`config.mk`:
```
export PLATFORM = sky130hd
export DESIGN_NAME = cal_subsys_top
export DESIGN_NICKNAME = d
export VERILOG_FILES = /design/src/cal_pkg.sv /design/src/cal_pulse_route.sv /design/src/cal_pulse_counter.sv /design/src/cal_count_readout.sv /design/src/cal_subsys_top.sv
export SDC_FILE = /design/constraint.sdc
export NUM_CORES = 1
export LEC_CHECK = 0
export BUFFER_PORTS_ARGS = -buffer_cell sky130_fd_sc_hd__buf_2
export CAP_MARGIN = 20
export CORE_UTILIZATION = 39
export CTS_BUF_LIST = sky130_fd_sc_hd__clkbuf_4 sky130_fd_sc_hd__clkbuf_8
export DETAILED_ROUTE_END_ITERATION = 10
export PLACE_DENSITY = 0.61
export SYNTH_ARGS = -nofsm -noshare
export SYNTH_HDL_FRONTEND = slang
export SYNTH_SLANG_ARGS = --single-unit
```
`constraint.sdc`:
```
create_clock -name CLK40 -period 2.05 [get_ports CLK40]
set_input_delay 0.41 -clock CLK40 [delete_from_list [all_inputs] [get_ports CLK40]]
set_output_delay 0.41 -clock CLK40 [all_outputs]
set_load 0.02 [all_outputs]
```
`src/cal_pkg.sv`:
```
`default_nettype none

package cal_pkg;

	////////////////////////////////////////
	// Counter sizing
	////////////////////////////////////////

	localparam int CNT_W = 12;	// Pulse counter width

	////////////////////////////////////////
	// Mode and select encodings
	////////////////////////////////////////

	// TTC source mode as set by slow control
	// Only skew-clear mode routes the calibration pulses
	typedef enum logic [1:0] {
		mode_ff_emu   = 2'b00,	// Retired fast-feedback emulation
		mode_ff_eem   = 2'b01,	// Retired
		mode_skew_clr = 2'b10
	} ttc_mode_e;

	typedef enum logic {
		sel_ext = 1'b0,	// External capacitor counter
		sel_inj = 1'b1	// Injection counter
	} cnt_sel_e;

	////////////////////////////////////////
	// Channel pairs
	////////////////////////////////////////

	typedef struct packed {
		logic ext;	// External capacitor pulse
		logic inj;	// Injection pulse
	} pulse_pair_t;

	typedef struct packed {
		logic [CNT_W-1:0] ext;
		logic [CNT_W-1:0] inj;
	} count_pair_t;

endpackage

`default_nettype wire

```
`src/cal_pulse_route.sv`:
```
`timescale 1ns/10ps
`default_nettype none

module cal_pulse_route (
	input  cal_pkg::pulse_pair_t skw_pulse,	// Skew-matched pulses
	input  cal_pkg::pulse_pair_t lv_pulse,	// Level-translated copies
	input  cal_pkg::ttc_mode_e   ttc_src,
	output cal_pkg::pulse_pair_t cal_pulse,
	output logic                 trg_pulse
);

	////////////////////////////////////////
	// Pulse routing
	////////////////////////////////////////

	// No clock anywhere in here
	// Outgoing pulses keep the timing of the incoming ones

	always_comb begin
		case (ttc_src)
			cal_pkg::mode_skew_clr: begin
				cal_pulse = skw_pulse;
			end
			default: begin
				// Retired modes hold both lines low
				cal_pulse = '0;
			end
		endcase
	end

	////////////////////////////////////////
	// Trigger
	////////////////////////////////////////

	// Either level copy fires the trigger in every mode
	assign trg_pulse = lv_pulse.ext | lv_pulse.inj;

endmodule

`default_nettype wire

```
`src/cal_pulse_counter.sv`:
```
`timescale 1ns/10ps
`default_nettype none

module cal_pulse_counter #(
	parameter int TMR = 0	// 1 selects triplicated voted logic
) (
	input  logic                 CLK40,
	input  logic                 RST_RESYNC,
	input  cal_pkg::pulse_pair_t cal_pulse,
	output cal_pkg::count_pair_t counts
);

	localparam int N_CH   = 2;
	localparam int CH_EXT = 1;
	localparam int CH_INJ = 0;

	logic [N_CH-1:0]                     pls;	// Routed pulse per channel
	logic [N_CH-1:0][cal_pkg::CNT_W-1:0] cnt;	// Counter value per channel

	assign pls[CH_EXT] = cal_pulse.ext;
	assign pls[CH_INJ] = cal_pulse.inj;

	assign counts = '{ext: cnt[CH_EXT], inj: cnt[CH_INJ]};

	////////////////////////////////////////
	// Majority voters
	////////////////////////////////////////

	function automatic logic vote_bit(
		input logic a,
		input logic b,
		input logic c
	);
		return (a & b) | (b & c) | (a & c);
	endfunction

	// Bitwise two-of-three
	function automatic logic [cal_pkg::CNT_W-1:0] vote_cnt(
		input logic [cal_pkg::CNT_W-1:0] a,
		input logic [cal_pkg::CNT_W-1:0] b,
		input logic [cal_pkg::CNT_W-1:0] c
	);
		return (a & b) | (b & c) | (a & c);
	endfunction

	generate
		if (TMR == 1) begin : g_tmr

			////////////////////////////////////////
			// Triplicated edge detect and counters
			////////////////////////////////////////

			for (genvar ch = 0; ch < N_CH; ch++) begin : g_ch
				(* syn_preserve = "true" *) logic                      pls_r [3];
				(* syn_preserve = "true" *) logic [cal_pkg::CNT_W-1:0] cnt_r [3];

				logic                      vt_pls [3];	// Voted delayed pulse per copy
				logic [cal_pkg::CNT_W-1:0] vt_cnt [3];	// Voted count per copy
				logic                      inc    [3];

				// Each copy has its own voter so one upset cannot spread
				always_comb begin
					for (int i = 0; i < 3; i++) begin
						vt_pls[i] = vote_bit(pls_r[0], pls_r[1], pls_r[2]);
						vt_cnt[i] = vote_cnt(cnt_r[0], cnt_r[1], cnt_r[2]);
						inc[i]    = pls[ch] & ~vt_pls[i];	// Live pulse against delayed copy
					end
				end

				always_ff @(posedge CLK40) begin
					for (int i = 0; i < 3; i++) begin
						pls_r[i] <= pls[ch];
					end
				end

				// Every copy reloads from the voted value
				always_ff @(posedge CLK40 or posedge RST_RESYNC) begin
					if (RST_RESYNC) begin
						for (int i = 0; i < 3; i++) begin
							cnt_r[i] <= '0;
						end
					end else begin
						for (int i = 0; i < 3; i++) begin
							cnt_r[i] <= inc[i] ? vt_cnt[i] + 1'b1 : vt_cnt[i];
						end
					end
				end

				assign cnt[ch] = vt_cnt[0];
			end

		end else begin : g_plain

			////////////////////////////////////////
			// Single edge detect and counters
			////////////////////////////////////////

			for (genvar ch = 0; ch < N_CH; ch++) begin : g_ch
				logic                      pls_r1;
				logic                      pls_r2;
				logic [cal_pkg::CNT_W-1:0] cnt_r;
				logic                      inc;

				assign inc = pls_r1 & ~pls_r2;	// Rising edge one cycle late

				always_ff @(posedge CLK40) begin
					pls_r1 <= pls[ch];
					pls_r2 <= pls_r1;
				end

				always_ff @(posedge CLK40 or posedge RST_RESYNC) begin
					if (RST_RESYNC) begin
						cnt_r <= '0;
					end else if (inc) begin
						cnt_r <= cnt_r + 1'b1;	// Wraps to zero after 4095
					end
				end

				assign cnt[ch] = cnt_r;
			end

		end
	endgenerate

endmodule

`default_nettype wire

```
`src/cal_count_readout.sv`:
```
`timescale 1ns/10ps
`default_nettype none

module cal_count_readout (
	input  logic                      CLK40,
	input  logic                      RST_RESYNC,
	input  cal_pkg::count_pair_t      counts,
	input  logic                      rd_strobe,	// One-cycle read request
	input  cal_pkg::cnt_sel_e         rd_sel,
	output logic [cal_pkg::CNT_W-1:0] rd_data,
	output logic                      rd_valid
);

	cal_pkg::count_pair_t snap;	// Both counters from one cycle
	cal_pkg::cnt_sel_e    sel_q;	// Channel picked by the last strobe

	////////////////////////////////////////
	// Snapshot capture
	////////////////////////////////////////

	// Every strobe takes a fresh snapshot
	// Back-to-back strobes are each served
	always_ff @(posedge CLK40 or posedge RST_RESYNC) begin
		if (RST_RESYNC) begin
			snap     <= '0;
			sel_q    <= cal_pkg::sel_ext;
			rd_valid <= 1'b0;
		end else begin
			rd_valid <= rd_strobe;
			if (rd_strobe) begin
				snap  <= counts;
				sel_q <= rd_sel;
			end
		end
	end

	////////////////////////////////////////
	// Channel select
	////////////////////////////////////////

	// Holds the snapshot value until the next strobe
	always_comb begin
		case (sel_q)
			cal_pkg::sel_inj: begin
				rd_data = snap.inj;
			end
			default: begin
				rd_data = snap.ext;
			end
		endcase
	end

endmodule

`default_nettype wire

```
`src/cal_subsys_top.sv`:
```
`timescale 1ns/10ps
`default_nettype none

module cal_subsys_top #(
	parameter int TMR = 1	// Triplicated counters by default
) (
	input  logic                      CLK40,
	input  logic                      RST_RESYNC,
	input  cal_pkg::pulse_pair_t      skw_pulse,
	input  cal_pkg::pulse_pair_t      lv_pulse,
	input  cal_pkg::ttc_mode_e        ttc_src,
	input  logic                      rd_strobe,
	input  cal_pkg::cnt_sel_e         rd_sel,
	output cal_pkg::pulse_pair_t      cal_pulse,
	output logic                      trg_pulse,
	output logic [cal_pkg::CNT_W-1:0] rd_data,
	output logic                      rd_valid
);

	cal_pkg::count_pair_t counts;	// Live counter values

	////////////////////////////////////////
	// Stage 1 routing and trigger
	////////////////////////////////////////

	cal_pulse_route cal_pulse_route_inst (
		.skw_pulse (skw_pulse),
		.lv_pulse  (lv_pulse),
		.ttc_src   (ttc_src),
		.cal_pulse (cal_pulse),
		.trg_pulse (trg_pulse)
	);

	////////////////////////////////////////
	// Stage 2 pulse counters
	////////////////////////////////////////

	// Counts the routed pulses as they leave the board
	cal_pulse_counter #(
		.TMR (TMR)
	) cal_pulse_counter_inst (
		.CLK40      (CLK40),
		.RST_RESYNC (RST_RESYNC),
		.cal_pulse  (cal_pulse),
		.counts     (counts)
	);

	////////////////////////////////////////
	// Stage 3 slow-control readout
	////////////////////////////////////////

	cal_count_readout cal_count_readout_inst (
		.CLK40      (CLK40),
		.RST_RESYNC (RST_RESYNC),
		.counts     (counts),
		.rd_strobe  (rd_strobe),
		.rd_sel     (rd_sel),
		.rd_data    (rd_data),
		.rd_valid   (rd_valid)
	);

endmodule

`default_nettype wire

```
Word level (Yosys, flattened, before mapping) --
Memory sizes are Yosys's and may differ from the RTL's. Cells that the tools add are included.
Storage, ports and cells: input port bits 10, logic and storage cells 36, memory bits (read-only) 0, output and inout bits 16, bits in latches 0, bits in registers 50, memories 2, RAM bits 6
Cells by class: multiply operators 0, mux-type cells 4, add/subtract/negate cells 2, bitwise logic cells 21, reduce and logical (&&, ||, !) cells 0, equal/unequal tests 1, divide/modulo/power cells 0, shifts and indexed selects 0, order comparisons 0
Memory list:
- cal_pulse_counter_inst.g_tmr.g_ch[0].pls_r | depth 3, width 1, read ports 3, clocked after Yosys merged registers in 0, wr ports 3, line cal_pulse_counter.sv:54 | (* syn_preserve = "true" *) logic pls_r [3];
- cal_pulse_counter_inst.g_tmr.g_ch[1].pls_r | depth 3, width 1, read ports 3, clocked after Yosys merged registers in 0, wr ports 3, line cal_pulse_counter.sv:54
Operators with widths (number):
- $or 12x12->12 | 4
- $mux 12 | 3
- $add 12x1->12 const B | 2
- $and 12x12->12 | 2
- $and 1x1->1 | 8
- $or 1x1->1 | 5
- $eq 2x2->1 const B | 1
- $mux 2 | 1
- $not 1->1 | 2

Logic depth before layout (Yosys ltp) --
Gate-level depths: netlist of run 1.
depth in word-level cells 6, mapped depth 4, mapped depth without buffers 4

Cells and area by module --
Synthesis of run 1 repeated with hierarchy kept, for this count alone.
Second synthesis, totals: cells, all modules 167, area, all modules 2414.8 sq um
By module, submodules not included:
- cal_count_readout | area each 1204.9 sq um, seq. area each 650.6 sq um, cells an instance 68, instances 1
- cal_pulse_counter | area each 1186.1 sq um, seq. area each 640.6 sq um, cells an instance 96, instances 1
- cal_pulse_route | area each 23.8 sq um, seq. area each 0.0 sq um, cells an instance 3, instances 1

Worst setup path before layout of run 1 --
No wires, ideal clock.
path kind register to output, start point register cal_count_readout_inst.sel_q, end point output port rd_data[0] (netlist bit), data arrival time 0.989 ns, data required time 1.640 ns, path slack 0.651 ns, path buffers 1, stages on the path, launching flop included 3, cells stage by stage dfrtp_1 > buf_2 > mux2_2
Between the ends: word-level cells in the longest chain between the ends 1
Ends and longest elaborated chain:
- start, declared | line cal_count_readout.sv:15 | cal_pkg::cnt_sel_e sel_q;
- start signal, assigned | line cal_count_readout.sv:26 | sel_q <= cal_pkg::sel_ext;
- start signal, assigned | line cal_count_readout.sv:32 | sel_q <= rd_sel;
- $mux 12 | line cal_count_readout.sv:43 | case (sel_q)
- end, declared | line cal_subsys_top.sv:16 | output logic [cal_pkg::CNT_W-1:0] rd_data,
Every way passes these cells.

Final worst setup path of run 1 --
start point register cal_count_readout_inst.sel_q, end point output port rd_data[9] (netlist bit)
The elaborated chain is that of the path after synthesis.

==> results of run 1 <==
## final cells by class
class	count	area [um2]
tap	72	90.1
fill	533	3010
sequential	52	1290
timing repair buffer	27	140
clock buffer	8	104
multi-input combinational	104	930
inverter	1	3.75
## placed cells by master (no fill, tap or decap), types with 2 or more instances in the layout
cell type / synthesis / routed
clkbuf_8: 0 / 7
and3_1: 4 / 4
mux2_2: 38 / 38
nand4_1: 12 / 12
xor2_1: 2 / 2
dfxtp_1: 2 / 2
xnor2_1: 20 / 20
and2_1: 3 / 3
ha_1: 2 / 2
and3b_1: 3 / 3
dfrtp_1: 50 / 49
buf_2: 6 / 25
buf_4: 2 / 2
and4_1: 6 / 6
nand3_1: 5 / 5
nand2_1: 5 / 5
and4bb_1: 2 / 2
## cells by family after synthesis
kind of cell  count (synthesis)  share of synthesized area (%)
flops                        52                           56.9
simple gates                 42                           12.5
mux                          38                           18.9
xor+xnor                     22                           8.49
buf+inv                       9                           2.15
fa+ha+maj                     2                           1.10
## worst max path at each step
stage / end / slack (ns) / cells after the start
after floorplan: cal_count_readout_inst.rd_valid$_DFF_PP0_ / 0.44 / 1
after global placement: rd_data[5] / 0.44 / 2
after detailed placement: rd_data[9] / 0.41 / 2
after CTS: rd_data[9] / 0.07 / 2
after global routing: rd_data[6] / 0.17 / 2
final: rd_data[9] / 0.24 / 2
## worst max-delay path, cell delays in order, from the launching register on
cell	delay [ns]
dfrtp_2	0.56
mux2_2	0.38
buf_2	0.16
## where the power goes
part / internal, mW / switching [mW]
Sequential: 1.19 / 0.185
Combinational: 0.229 / 0.212
Clock: 0.322 / 0.316
Total: 1.74 / 0.712
## per-layer routing
layer	global-route usage [%]	wire, um	up-vias
met2	24.6	1890	27
met5	0	0	-
li1	-	-	645
met1	19.5	2020	667
met3	3.37	140	8
met4	5.93	59	0
## state kept, by name (all words and copies together), names as in the netlist
register	flops
cal_count_readout_inst.rd_valid	1
cal_pulse_counter_inst.g_tmr.g_ch.pls_r	2
cal_count_readout_inst.snap	24
cal_count_readout_inst.sel_q	1
cal_pulse_counter_inst.g_tmr.g_ch.cnt_r	24
## what timing repair did
action / in CTS / in global routing
hold buffers: 0 / 0
resized for setup: 0 / 1
setup endpoints to repair: 0 / 9
## per-stage QoR
step	std cells	cell area, um2	util [%]	setup WS [ns]
CTS	264	2560	45.9	0.0689
global route	264	2560	45.9	0.172
floorplan	165	2270	-	0.439
finish	264	2560	45.9	0.240
detailed placement	256	2450	44.0	0.412
global placement	256	2450	44.0	0.441
==> qor.csv, run 1 <==
metric,value,unit
status,"finished, final reports clean",
gp_congestion,0.776,
min_period_over_period,88.3,%
cts_tree,yes,
drive_gt1_share,39.6,%
cts_buffers,5,
cts-root-buf,clkbuf_8,
grt_pass1_wl,7.01,mm
grt_max_degree,27,
hold_violations,0,
syn-instance-count,165,
die_w,78.3,um
rsz0062_at_grt,false,
power_density,959,nW/um2
die-area,6130,um2
worstRegToRegCells,2,
syn_nets,177,
slew_headroom,59.8,%
setup_tns,0,ns
synth_top_cell_by_area,dfrtp_1,
netlist_top_cells_area,"dfrtp_1 55%, mux2_2 19%, xnor2_1 7.7%, nand4_1 3.3%, and4_1 2.3%",
clock_sinks,52,
drc,0,
ys.flop_type,dfrtp_1,
port_buffers,25,
cts_buffer_depth,2,
cts_setup_buffers,0,
cp-end-kind,primary output,
vias,1347,
path_clk_slew,0.09,ns
synth_area_per_cell,13.8,um2
wl_per_cell,15.6,um
finalCriticalPeriod,1.81,ns
skew,0.00486,ns
rows,27,
hold_slack,0.132,ns
dieHeight,78.3,um
yosysSeqAreaShare,56.9,%
synthToLayoutAreaGrowth,12.8,%
synth-seq-cells,52,
async_flop_share,96.2,%
finalSetupViolations,0,
antenna_found_initial,0,
synth.distinct_cells,19,
max_cap_viol_count,0,
ff2ff_setup_slack,0.70,ns
netlist_area,2270,um2
yosys_warnings,0,
num-nets-final,203,
grtUsageTotal,15.1,%
reg2reg_to,cal_pulse_counter_inst.g_tmr.g_ch[1].cnt_r[25]$_DFFE_PP0P_,
start_kind,register,
synth_most_common_cell,dfrtp_1,
report.final.slew_viol_count,0,
core_area,5570,um2
hp-class,input pin to async pin,
crit_type,register to primary output,
htree_levels,2,
synth_edf_count,0,
clock_latency,0.30,ns
antenna_left,0,
crit_start,cal_count_readout_inst.sel_q$_DFFE_PP0P_,
hpwl,2.95,mm
grt_pass1_vias,1447,
drtPass1Iterations,4,
cp.arrival,1.40,ns
critPathMaxFanout,13,
io_pins,26,
yosysTopAreaCellShare,55.1,%
diodes,0,
tightest_slew,0.603,ns
totalWireLength,4.11,mm
grt-ovfl-total,0,
cp.required,1.64,ns
power.leakage,1.24,nW
fmax,0.552,GHz
r2r-start,cal_pulse_counter_inst.g_tmr.g_ch[1].pls_r[0][1]$_DFF_P_,
initial_core_util,40.7,%
ir_drop,0.627,mV
via_per_inst,5.10,
synth_common_cells,"50 x dfrtp_1, 38 x mux2_2, 20 x xnor2_1",
p_total,2.45,mW
drtIter0Drc,101,
Power figures use the tool's default switching activity.
==> run 2, diff against run 1 <==
ABC_CLOCK_PERIOD_IN_PS = 2050   (was not set)
PLACE_DENSITY = not set   (was 0.61)
PLACE_DENSITY_LB_ADDON = 0.1   (was not set)
==> qor.csv, run 2 (synthesis gave the netlist of run 1 again) <==
metric,value,unit
clock_sinks,52,
final_cell_mix,"50 x dfrtp_1, 38 x mux2_2, 25 x buf_2",
cts-root-buf,clkbuf_8,
drtPass1Iterations,4,
antenna_found_initial,0,
largestRegisters,"cal_count_readout_inst.snap: 24 flops, cal_pulse_counter_inst.g_tmr.g_ch.cnt_r: 24 flops, cal_pulse_counter_inst.g_tmr.g_ch.pls_r: 2 flops",
hold_slack,0.155,ns
power_density,942,nW/um2
gp_congestion,0.758,
worstRegToRegCells,2,
cp.arrival,1.53,ns
rows,27,
grt_pass1_vias,1433,
via_per_inst,5.02,
cp-end-kind,primary output,
totalWireLength,3.96,mm
critPathBufInv,1,
start_kind,register,
critical-path-slowest-cell,dfrtp_1,
multiInputGateArea,930,um2
grt-ovfl-total,0,
hold_violations,0,
diodes,0,
setup_tns,0,ns
cpPeakStageDelay,0.67,ns
grt_pass1_wl,6.97,mm
hp-class,input pin to async pin,
cts-resized-gates,0,
cts_setup_buffers,0,
p_total,2.41,mW
ir_drop,0.412,mV
grt_max_degree,27,
min_period_over_period,94.6,%
slew_headroom,62.2,%
power.leakage,1.24,nW
finalCriticalPeriod,1.94,ns
io_pins,26,
path_clk_slew,0.09,ns
dieHeight,78.3,um
crit_type,register to primary output,
num-nets-final,202,
tightest_slew,0.567,ns
die_w,78.3,um
finalSetupViolations,0,
cp.depth,2,
critPathMaxFanout,13,
max_cap_viol_count,0,
grtUsageTotal,14.9,%
cp.required,1.64,ns
worst_path_dominant_cell_family,flip-flops,
stdcell_area,2560,um2
antenna_left,0,
rsz0062_at_grt,false,
synthToLayoutAreaGrowth,12.7,%
cts.hold.buffers_added,0,
final_common_cell,dfrtp_1,
cts_buffers,5,
clock_latency,0.29,ns
drive_gt1_share,38.7,%
initial_core_util,40.7,%
crit_chain,mux2_2 -> buf_2,
htree_levels,2,
dpl_cell_area,2460,um2
drc,0,
die-area,6130,um2
port_buffers,25,
core_area,5570,um2
wl_per_cell,15.1,um
report.final.slew_viol_count,0,
cts_buffer_depth,2,
skew,0.00735,ns
status,"finished, final reports clean",
cts_tree,yes,
fmax,0.515,GHz
drtIter0Drc,56,
hpwl,2.88,mm
regArea,1290,um2
vias,1320,
n_fill_cell,543,
==> run 2: cell count changes in the layout (fill, tap and decap cells not counted), sizes merged <==
cell / change
buf: -1
==> run 2: worst paths after layout <==
kind                                                                       startpoint                                                    endpoint  slack (ns)
max                                          cal_count_readout_inst.sel_q$_DFFE_PP0P_                                                  rd_data[5]        0.11
min                                                                        RST_RESYNC  cal_pulse_counter_inst.g_tmr.g_ch[0].cnt_r[26]$_DFFE_PP0P_        0.15
max reg2reg                  cal_pulse_counter_inst.g_tmr.g_ch[1].pls_r[0][1]$_DFF_P_  cal_pulse_counter_inst.g_tmr.g_ch[1].cnt_r[25]$_DFFE_PP0P_        0.70
min reg2reg                cal_pulse_counter_inst.g_tmr.g_ch[1].cnt_r[35]$_DFFE_PP0P_  cal_pulse_counter_inst.g_tmr.g_ch[1].cnt_r[35]$_DFFE_PP0P_        0.48
max in group asynchronous                                                  RST_RESYNC  cal_pulse_counter_inst.g_tmr.g_ch[1].cnt_r[30]$_DFFE_PP0P_        1.37
min in group CLK40                                                             rd_sel                    cal_count_readout_inst.sel_q$_DFFE_PP0P_        0.36
==> run 2: per-stage QoR <==
step | util (%) | setup slack [ns] | cells
2_1_floorplan | - | 0.439 | 165
3_3_place_gp | 44.1 | 0.455 | 255
3_5_place_dp | 44.1 | 0.428 | 255
4_1_cts | 45.9 | 0.0835 | 263
5_1_grt | 45.9 | 0.0131 | 263
6_report | 45.9 | 0.110 | 263
==> run 2: worst register-to-register path: stages (launching register included) <==
cell      delay [ns]
dfxtp_1         0.31
and4bb_1        0.54
mux2_2          0.39
==> run 2: power by group <==
part           total, mW  switching, mW  internal (mW)
logic              0.440          0.209          0.231
registers           1.37          0.179           1.19
clock network      0.599          0.297          0.302
==> run 2: layout make-up <==
class	instances	share of cell area (%)
Sequential cell	52	50.5
Multi-Input combinational cell	104	36.4
Timing Repair Buffer	26	5.68
Clock buffer	8	3.82
Tap cell	72	3.52
Inverter	1	0.147
==> run 2: metal layers <==
layer | routed length [um] | GRT usage, % | up-vias | share of wire, %
met3 | 147 | 3.60 | 6 | 3.7
met2 | 1800 | 23.5 | 28 | 45
met5 | 0 | 0 | - | 0
li1 | - | - | 642 | -
met4 | 45 | 4.44 | 0 | 1.1
met1 | 1970 | 20.2 | 644 | 50
==> run 3, diff against run 2 <==
BUFFER_PORTS_ARGS = not set   (was -buffer_cell sky130_fd_sc_hd__buf_2)
DONT_BUFFER_PORTS = 1   (was not set)
==> qor.csv, run 3 (synthesis gave the netlist of run 1 again) <==
metric,value,unit
grtUsageTotal,14.8,%
core_area,5570,um2
drtIter0Drc,31,
status,"finished, final reports clean",
port_buffers,0,
worst_path_dominant_cell_family,flip-flops,
via_per_inst,5.37,
synthToLayoutAreaGrowth,7.44,%
skew,0.00963,ns
dieHeight,78.3,um
power.share.switching,28.4,%
totalWireLength,3.93,mm
pwr-share-clk,26.5,%
tightest_slew,0.548,ns
final_cells,238,
final_common_cell,dfrtp_1,
die_w,78.3,um
final_cell_mix,"50 x dfrtp_1, 38 x mux2_2, 20 x xnor2_1",
cts_buffers,5,
vias,1278,
slew_headroom,63.4,%
clock_sinks,52,
cts-root-buf,clkbuf_8,
critical-path-slowest-cell,dfrtp_1,
pre_cts_ws,0.528,ns
drive_gt1_share,29.5,%
ir_drop,0.424,mV
grt_pass1_vias,1328,
grt-ovfl-total,0,
largestRegisters,"cal_count_readout_inst.snap: 24 flops, cal_pulse_counter_inst.g_tmr.g_ch.cnt_r: 24 flops, cal_pulse_counter_inst.g_tmr.g_ch.pls_r: 2 flops",
cpPeakStageDelay,0.67,ns
r2r-start,cal_pulse_counter_inst.g_tmr.g_ch[1].pls_r[0][1]$_DFF_P_,
cp-end-kind,primary output,
setup_tns,0,ns
cts_buffer_depth,2,
cts_setup_buffers,0,
htree_levels,2,
grtUsageMet3,3.84,%
hold_violations,0,
finalCriticalPeriod,1.84,ns
rsz0062_at_grt,false,
grt_use_met1,21.4,%
dp.cells,230,
antenna_found_initial,0,
crit_chain,mux2_2,
hp-class,input pin to async pin,
p_sw,677,uW
cp.arrival,1.43,ns
cp.required,1.64,ns
rows,27,
io_pins,26,
gp_congestion,0.763,
drtPass1Iterations,4,
intPower,1.71,mW
cts_tree,yes,
die-area,6130,um2
pwr-share-comb,16.0,%
utilization,43.7,%
p_total,2.39,mW
hpwl,2.81,mm
diodes,0,
setup_slack,0.213,ns
power_density,979,nW/um2
fmax,0.544,GHz
critPathMaxFanout,13,
path_clk_slew,0.09,ns
wl_per_cell,16.5,um
critPathBufInv,0,
clock_latency,0.30,ns
grtUsageMet2,21.8,%
crit_type,register to primary output,
cts.hold.buffers_added,0,
share_seq_of_total_power,57.5,%
antenna_left,0,
cts-resized-gates,0,
max_cap_viol_count,0,
power.leakage,1.13,nW
crit_start,cal_count_readout_inst.sel_q$_DFFE_PP0P_,
initial_core_util,40.7,%
report.final.slew_viol_count,0,
grt_max_degree,27,
grt-busiest-layer,met2,
finalSetupViolations,0,
min_period_over_period,89.6,%
num-nets-final,177,
drc,0,
start_kind,register,
grt_pass1_wl,6.93,mm
-- run 3: cell types whose count changed in the layout (fill, tap and decap cells not counted), sizes merged --
cell / previous run / this run
buf: 26 / 1
-- run 3: power by group through the flow --
stage,clock (mW),combinational [mW],sequential [mW]
final,0.632,0.382,1.37
after global routing,0.703,0.423,1.41
after CTS,0.661,0.388,1.37
after detailed placement,0,0.386,1.40
after global placement,0,0.372,1.39
after floorplan,0,0.371,1.31
-- run 3: layer usage --
layer  part of all wire [%]  up-vias  wire length, um
met3                    4.4        4              173
met1                     50      652             1950
met5                      0        -                0
met2                     45       26             1770
li1                       -      596                -
met4                   0.87        0               34
-- run 3: area by class of cell --
cell class	count	area [um2]
clock buffers	8	104
inverters	1	3.75
multi-input cells	104	930
fillers	520	3140
repair buffers	1	20.0
well taps	72	90.1
flip-flops and latches	52	1290
-- run 3: worst paths after layout --
path / to / slack [ns] / depth (start not counted)
min reg2reg: cal_pulse_counter_inst.g_tmr.g_ch[0].cnt_r[35]$_DFFE_PP0P_ / 0.48 / 1
min in group CLK40: cal_count_readout_inst.rd_valid$_DFF_PP0_ / 0.14 / 0
max in group asynchronous: cal_pulse_counter_inst.g_tmr.g_ch[1].cnt_r[24]$_DFFE_PP0P_ / 1.49 / 2
max reg2reg: cal_pulse_counter_inst.g_tmr.g_ch[1].cnt_r[25]$_DFFE_PP0P_ / 0.71 / 2
min: cal_count_readout_inst.snap[19]$_DFFE_PP0P_ / 0.04 / 1
max: rd_data[9] / 0.21 / 1
-- run 3: stage by stage --
step | hold WS, ns | area, um2
2_1_floorplan | 0.436 | 2270
3_3_place_gp | 0.366 | 2330
3_5_place_dp | 0.372 | 2330
4_1_cts | 0.0406 | 2440
5_1_grt | 0.0601 | 2440
6_report | 0.0361 | 2440
